## src/design/noc_pkg.sv

```systemverilog
package noc_pkg;

        // width of one mesh coordinate
        // two bits cover meshes up to 4x4
        localparam int COORD_W = 2;

        // source node number width
        localparam int NODE_W = 4;

        // payload width
        localparam int DATA_W = 16;

        // local plus four neighbour links
        localparam int NUM_PORTS = 5;

        // router port index, also used as route request
        typedef enum logic [2:0] {
                PORT_LOCAL = 3'd0,
                PORT_NORTH = 3'd1,
                PORT_EAST  = 3'd2,
                PORT_SOUTH = 3'd3,
                PORT_WEST  = 3'd4
        } port_e;

        // single flit packet
        // destination picks the path, src and payload ride along
        typedef struct packed {
                logic [COORD_W-1:0] dst_x;
                logic [COORD_W-1:0] dst_y;
                logic [NODE_W-1:0]  src;
                logic [DATA_W-1:0]  payload;
        } flit_t;

        // forward half of a link
        // ready runs back as a plain bit
        typedef struct packed {
                logic  valid;
                flit_t flit;
        } link_t;

endpackage

```

## src/design/input_port.sv

```systemverilog
`timescale 1ns/1ps

module input_port
        import noc_pkg::*;
#(
        parameter int X_POS      = 0,
        parameter int Y_POS      = 0,
        parameter int FIFO_DEPTH = 4
) (
        input  logic  clk,
        input  logic  arst_n,
        input  link_t in_link,
        output logic  in_ready,
        output flit_t head,
        output logic  head_valid,
        output port_e route,
        input  logic  pop
);

        localparam int PTR_W = (FIFO_DEPTH > 1) ? $clog2(FIFO_DEPTH) : 1;
        localparam int CNT_W = $clog2(FIFO_DEPTH + 1);

        // own coordinates at coordinate width
        localparam logic [COORD_W-1:0] MY_X = COORD_W'(X_POS);
        localparam logic [COORD_W-1:0] MY_Y = COORD_W'(Y_POS);

        flit_t            mem [FIFO_DEPTH];
        logic [PTR_W-1:0] wr_ptr;
        logic [PTR_W-1:0] rd_ptr;
        logic [CNT_W-1:0] count;
        logic             push;
        logic             do_pop;

        // circular wrap, depth need not be a power of two
        function automatic logic [PTR_W-1:0] next_ptr(input logic [PTR_W-1:0] ptr);
                if (ptr == PTR_W'(FIFO_DEPTH - 1)) begin
                        return '0;
                end
                return ptr + 1'b1;
        endfunction

        // ready only from occupancy, never from valid
        assign in_ready   = (count != CNT_W'(FIFO_DEPTH));
        assign head_valid = (count != '0);
        assign push       = in_link.valid && in_ready;
        // pop on empty ignored
        assign do_pop     = pop && head_valid;
        assign head       = mem[rd_ptr];

        // flit storage
        always_ff @(posedge clk) begin
                if (push) begin
                        mem[wr_ptr] <= in_link.flit;
                end
        end

        // pointers and occupancy
        always_ff @(posedge clk or negedge arst_n) begin
                if (!arst_n) begin
                        wr_ptr <= '0;
                        rd_ptr <= '0;
                        count  <= '0;
                end else begin
                        if (push) begin
                                wr_ptr <= next_ptr(wr_ptr);
                        end
                        if (do_pop) begin
                                rd_ptr <= next_ptr(rd_ptr);
                        end
                        // push and pop together keep count
                        case ({push, do_pop})
                                2'b10:   count <= count + 1'b1;
                                2'b01:   count <= count - 1'b1;
                                default: count <= count;
                        endcase
                end
        end

        // xy routing on the head flit
        // x first, then y, row 0 is north
        always_comb begin
                if (head.dst_x > MY_X) begin
                        route = PORT_EAST;
                end else if (head.dst_x < MY_X) begin
                        route = PORT_WEST;
                end else if (head.dst_y > MY_Y) begin
                        route = PORT_SOUTH;
                end else if (head.dst_y < MY_Y) begin
                        route = PORT_NORTH;
                end else begin
                        // arrived
                        route = PORT_LOCAL;
                end
        end

endmodule

```

## src/design/port_arbiter.sv

```systemverilog
`timescale 1ns/1ps

module port_arbiter
        import noc_pkg::*;
(
        input  logic  clk,
        input  logic  arst_n,
        input  logic  req   [NUM_PORTS],
        input  flit_t flits [NUM_PORTS],
        output logic  grant [NUM_PORTS],
        output link_t out_link,
        input  logic  out_ready
);

        // last winner, search starts just after it
        port_e ptr;
        port_e winner;
        logic  found;
        logic  advance;
        logic  valid_q;
        flit_t flit_q;

        // output stage free, or its flit leaves this edge
        assign advance = !valid_q || out_ready;

        // round robin search over the request vector
        always_comb begin
                int idx;
                winner = ptr;
                found  = 1'b0;
                for (int i = 1; i <= NUM_PORTS; i++) begin
                        idx = (int'(ptr) + i) % NUM_PORTS;
                        if (!found && req[idx]) begin
                                winner = port_e'(idx);
                                found  = 1'b1;
                        end
                end
        end

        // one hot grant, doubles as pop for the winning input
        always_comb begin
                for (int i = 0; i < NUM_PORTS; i++) begin
                        grant[i] = advance && found && (winner == port_e'(i));
                end
        end

        // control state of the output stage
        always_ff @(posedge clk or negedge arst_n) begin
                if (!arst_n) begin
                        valid_q <= 1'b0;
                        ptr     <= PORT_WEST;
                end else if (advance) begin
                        valid_q <= found;
                        if (found) begin
                                ptr <= winner;
                        end
                end
        end

        // crossbar mux into the output register
        // held while stalled
        always_ff @(posedge clk) begin
                if (advance && found) begin
                        flit_q <= flits[winner];
                end
        end

        assign out_link = '{valid: valid_q, flit: flit_q};

endmodule

```

## src/design/router.sv

```systemverilog
`timescale 1ns/1ps

module router
        import noc_pkg::*;
#(
        parameter int X_POS      = 0,
        parameter int Y_POS      = 0,
        parameter int FIFO_DEPTH = 4
) (
        input  logic  clk,
        input  logic  arst_n,
        input  link_t in_link   [NUM_PORTS],
        output logic  in_ready  [NUM_PORTS],
        output link_t out_link  [NUM_PORTS],
        input  logic  out_ready [NUM_PORTS]
);

        // per input port
        flit_t head       [NUM_PORTS];
        logic  head_valid [NUM_PORTS];
        port_e route      [NUM_PORTS];
        logic  pop        [NUM_PORTS];

        // indexed [output][input]
        logic  req        [NUM_PORTS][NUM_PORTS];
        logic  grant      [NUM_PORTS][NUM_PORTS];

        // input FIFOs with route compute
        for (genvar i = 0; i < NUM_PORTS; i++) begin : g_in
                input_port #(
                        .X_POS      (X_POS),
                        .Y_POS      (Y_POS),
                        .FIFO_DEPTH (FIFO_DEPTH)
                ) u_in (
                        .clk        (clk),
                        .arst_n     (arst_n),
                        .in_link    (in_link[i]),
                        .in_ready   (in_ready[i]),
                        .head       (head[i]),
                        .head_valid (head_valid[i]),
                        .route      (route[i]),
                        .pop        (pop[i])
                );
        end

        // each head requests exactly the output its route names
        always_comb begin
                for (int o = 0; o < NUM_PORTS; o++) begin
                        for (int i = 0; i < NUM_PORTS; i++) begin
                                req[o][i] = head_valid[i] && (route[i] == port_e'(o));
                        end
                end
        end

        // grants back to inputs
        // at most one output grants a given input
        always_comb begin
                for (int i = 0; i < NUM_PORTS; i++) begin
                        pop[i] = 1'b0;
                        for (int o = 0; o < NUM_PORTS; o++) begin
                                pop[i] = pop[i] | grant[o][i];
                        end
                end
        end

        // one arbiter per output
        // all five heads go to each, the arbiter mux is the crossbar
        for (genvar o = 0; o < NUM_PORTS; o++) begin : g_out
                port_arbiter u_arb (
                        .clk       (clk),
                        .arst_n    (arst_n),
                        .req       (req[o]),
                        .flits     (head),
                        .grant     (grant[o]),
                        .out_link  (out_link[o]),
                        .out_ready (out_ready[o])
                );
        end

endmodule

```

## config.mk

```make
export PLATFORM = sky130hd
export DESIGN_NAME = router
export DESIGN_NICKNAME = d
export VERILOG_FILES = /design/src/design/noc_pkg.sv /design/src/design/input_port.sv /design/src/design/port_arbiter.sv /design/src/design/router.sv
export SDC_FILE = /design/constraint.sdc
export NUM_CORES = 1
export LEC_CHECK = 0
export ABC_AREA = 0
export CORE_UTILIZATION = 40
export CTS_CLUSTER_DIAMETER = 60
export DETAILED_ROUTE_END_ITERATION = 8
export DONT_BUFFER_PORTS = 1
export GPL_TIMING_DRIVEN = 0
export PLACE_DENSITY = 0.59
export SLEW_MARGIN = 20
export SYNTH_ARGS = -nofsm -noshare
export SYNTH_HDL_FRONTEND = slang
export SYNTH_SLANG_ARGS = --single-unit
export TNS_END_PERCENT = 5
```

## constraint.sdc

```tcl
create_clock -name clk -period 10 [get_ports clk]
set_input_delay 0.5 -clock clk [delete_from_list [all_inputs] [get_ports clk]]
set_output_delay 0.5 -clock clk [all_outputs]
set_load 0.1 [all_outputs]
```

==> impl_metrics.yaml <==
detailed_routing:
  ant_nets: 0
  dr.pass1.iters: 6
  wire_per_inst_um: 27.40
  initialDrtViolationCount: 2168
  met1Wirelength_um: 40540
  route.met3.wl_um: 8161
  wl_um: 102100
  dr.max_layer_used: "met4"
  wl_met2_um: 48760
  vias: 22210
  viasPerCell: 5.960
  route.detailed.drc: 0
min_path:
  hold_class: "primary input to register"
  worstHoldStart: "in_link[49]"
placement:
  dp_slack_ns: 1.693
  place.port_buffers: 0
  place_congestion: 0.9347
  hpwl_um: 75290
  placed_cell_area_um2: 34930
critical_path:
  cp_top_family: "compound AO/OA/AOI/OAI gates"
  cp_cell_sequence: "buf_1, clkbuf_1, inv_1, ha_1, ha_1, or4b_1, a31oi_1, nor2_1, ha_1, nor2b_1, a2111o_1, and3_1, clkbuf_1, o21ai_1, a21oi_1, o31ai_1, o21ai_0, a31oi_1, o2bb2ai_1, buf_4, nor3b_2, buf_2, a22oi_1, o21ai_0"
  cp.arrival_ns: 9.03
  crit_slowest_cell: "o31ai_1"
  crit_type: "register to register"
  start_kind: "register"
  worst-path-buf-inv: 6
  worstPathRequired_ns: 10.33
  cp_max_fo: 10
  critPathCaptureType: "register"
  crit_top_cell: "ha_1"
  crit_path_start: "g_out[3].u_arb.ptr[0]"
  cp_slowest_stage_delay_ns: 0.66
  r2r_start: "g_out[3].u_arb.ptr[0]"
global_routing:
  grt_pass1_vias: 22160
  grt_max_degree: 52
  grt.overflow.total: 0
  grt_pass1_wl_um: 148200
  grt_use_total: 0.2379
  antenna_found_initial: 5
synthesis:
  synthDistinctLibCells: 117
  syn_inst: 2345
  synth_enable_flop_cells: 576
  netlist_area_um2: 33270
  synth.avg_cell_area_um2: 14.19
  synth_async_sr_flop_share: 0.08134
  ys_warn_count: 0
  ys.flop_type: "edfxtp_1"
  synth_seq_cells: 627
  ys_seq_area_frac: 0.5584
die:
  start_util: 0.4046
  die_x_um: 290.4
  pin_count: 262
  die_y_um: 290.4
  coreArea_um2: 82240
  rows: 105
  dieArea_um2: 84340
finish:
  final_nets: 2844
  ff_latch_area_um2: 18580
  drive_gt1_frac: 0.1817
  area_growth_syn_to_layout_pct: 16.04
  final_area_um2: 38610
  multi_input_area_um2: 13760
  fin_util: 0.4695
  nFillCells: 7136
clock_network:
  numCtsBuffers: 72
  ctsHtreeMaxLevel: 3
  post_cts_resized: 0
  clockBufferDepth: 3
  cts_tree: "done"
  post_cts_buffers: 0
  cts-root-buf: "clkbuf_16"
  clk_latency_ns: 0.62
  clock-sinks: 627
  clk_pin_slew_ns: 0.06
timing:
  rsz0062_at_grt: "no"
  slew_violations: 0
  finalCritPeriodShare: 0.8700
  maxSlewHeadroom: 0.2180
  max_freq_ghz: 0.1149
  finalSetupViolations: 0
  period_needed_ns: 8.700
  tightest_slew_ns: 1.168
  clock_skew_ns: 0.02955
  hold_viol: 0
  fin_ws_ns: 1.300
run:
  drv_cap: 0
outcome:
  status: "finished clean"
==> through the flow <==
| stage | instances | hold slack, ns | setup TNS (ns) |
|---|---|---|---|
| finish | 3727 | 0.1747 | 0 |
| global route | 3724 | 0.1764 | 0 |
| CTS | 3723 | 0.1501 | 0 |
| detailed placement | 3467 | 0.2069 | 0 |
| global placement | 3463 | 0.2057 | -0.2429 |
| floorplan | 2393 | 0.2044 | 0 |
==> registers in the layout (all words and copies together) (netlist names) <==
register and cells:
g_in.u_in.rd_ptr 10, g_out.u_arb.ptr 12, g_in.u_in.mem 480, g_in.u_in.count 15
g_in.u_in.wr_ptr 10, g_out.u_arb.out_link 96, g_out.u_arb.valid_q 4
==> layout by cell type, fill, tap and decap left out, types with 15 or more instances in the layout <==
cell | netlist | routed
nor2_1 | 67 | 67
mux2_2 | 51 | 51
mux4_2 | 146 | 146
nor2b_1 | 17 | 17
clkbuf_16 | 0 | 72
buf_4 | 42 | 43
a22o_1 | 50 | 50
a211oi_1 | 20 | 20
clkbuf_1 | 64 | 75
buf_2 | 31 | 31
o211ai_1 | 33 | 33
nor3_1 | 35 | 35
conb_1 | 1 | 49
edfxtp_1 | 576 | 576
o21a_1 | 15 | 15
xnor2_1 | 29 | 29
inv_1 | 86 | 85
nand3_1 | 53 | 53
dfrtp_1 | 47 | 47
mux2i_1 | 160 | 160
a22oi_1 | 28 | 28
dlygate4sd3_1 | 0 | 123
buf_1 | 21 | 21
a211o_1 | 33 | 33
nand2b_1 | 21 | 21
nand2_1 | 99 | 99
ha_1 | 110 | 110
and3_2 | 0 | 20
a21oi_1 | 50 | 50
o21ai_0 | 98 | 96
==> cell usage after synthesis (7+ instances only) <==
library cell | count | share of area
xnor2_1 | 29 | 0.0076
nor3_1 | 35 | 0.0053
or2_2 | 14 | 0.0026
or3_1 | 10 | 0.0019
a22oi_1 | 28 | 0.0063
nand4_1 | 13 | 0.0024
a211o_1 | 33 | 0.0087
a21boi_0 | 7 | 0.0016
fa_1 | 7 | 0.0042
a21oi_1 | 50 | 0.0075
buf_1 | 21 | 0.0024
nand3_1 | 53 | 0.0080
nand3b_1 | 11 | 0.0025
xor2_1 | 13 | 0.0034
edfxtp_1 | 576 | 0.52
a22o_1 | 50 | 0.013
buf_2 | 31 | 0.0047
dfrtp_1 | 47 | 0.035
nand2b_1 | 21 | 0.0039
o211ai_1 | 33 | 0.0074
and2_1 | 12 | 0.0023
nor4_1 | 8 | 0.0015
o21ai_0 | 98 | 0.015
mux2i_1 | 160 | 0.048
a211oi_1 | 20 | 0.0045
mux4_2 | 146 | 0.099
mux2_2 | 51 | 0.017
o21ai_1 | 7 | 0.0011
ha_1 | 110 | 0.041
a21o_1 | 14 | 0.0032
inv_1 | 86 | 0.0097
o221ai_1 | 8 | 0.0021
o21a_1 | 15 | 0.0034
clkbuf_1 | 64 | 0.0072
and4_1 | 7 | 0.0018
buf_4 | 42 | 0.0095
nor2b_1 | 17 | 0.0032
nand2_1 | 99 | 0.011
and3_1 | 32 | 0.0060
nor3b_1 | 8 | 0.0018
o22ai_1 | 11 | 0.0021
a2111oi_0 | 8 | 0.0021
nor2_1 | 67 | 0.0076
a31oi_1 | 11 | 0.0021
==> final cells by class <==
type | instances | share of cell area
Tap cell | 1070 | 0.03468
Multi-Input combinational cell | 1511 | 0.3564
Antenna cell | 4 | 0.0002593
Inverter | 94 | 0.009139
Buffer | 161 | 0.02116
Clock buffer | 88 | 0.04952
Clock inverter | 44 | 0.01277
Timing Repair Buffer | 128 | 0.03494
Sequential cell | 627 | 0.4812
==> final timing paths <==
path                                          endpoint  slack (ns)  cells past startpoint
setup reg to reg           g_out[3].u_arb.out_link[19]        1.30                     24
max in group asynchronous        g_out[0].u_arb.ptr[2]        9.15                      2
hold reg to reg                  g_out[1].u_arb.ptr[2]        0.45                      1
min in group asynchronous        g_in[1].u_in.count[1]        0.43                      2
setup / recovery           g_out[3].u_arb.out_link[19]        1.30                     24
hold / removal                  g_in[3].u_in.wr_ptr[0]        0.17                      2
==> cells by family (layout without fill, tap and decap cells) <==
group / Yosys count / after routing / synth area share
buffers and inverters: 255 / 515 / 0.03516
adders and majority gates: 118 / 118 / 0.04588
xor gates and xnor gates: 45 / 45 / 0.01252
DFF: 627 / 627 / 0.5584
other: 1 / 53 / 0.0001127
and+or+nand+nor: 446 / 446 / 0.07254
AOI/OAI and AO/OA: 489 / 489 / 0.1085
muxes: 364 / 364 / 0.1669
==> metal layers <==
layer  vias to the layer above  track usage
li1                       9776            -
met1                     11290       0.2989
met2                       966       0.3894
met3                       177      0.05697
met4                         0       0.1085
met5                         -            0
==> timing repair <==
action,CTS,global route
endpoints found under the hold margin,533,0
endpoints found under the setup margin,0,0
hold buffers,124,0
Power is not shown: default switching activity piles up to over one toggle a cycle in this logic, so the estimate is an artifact.
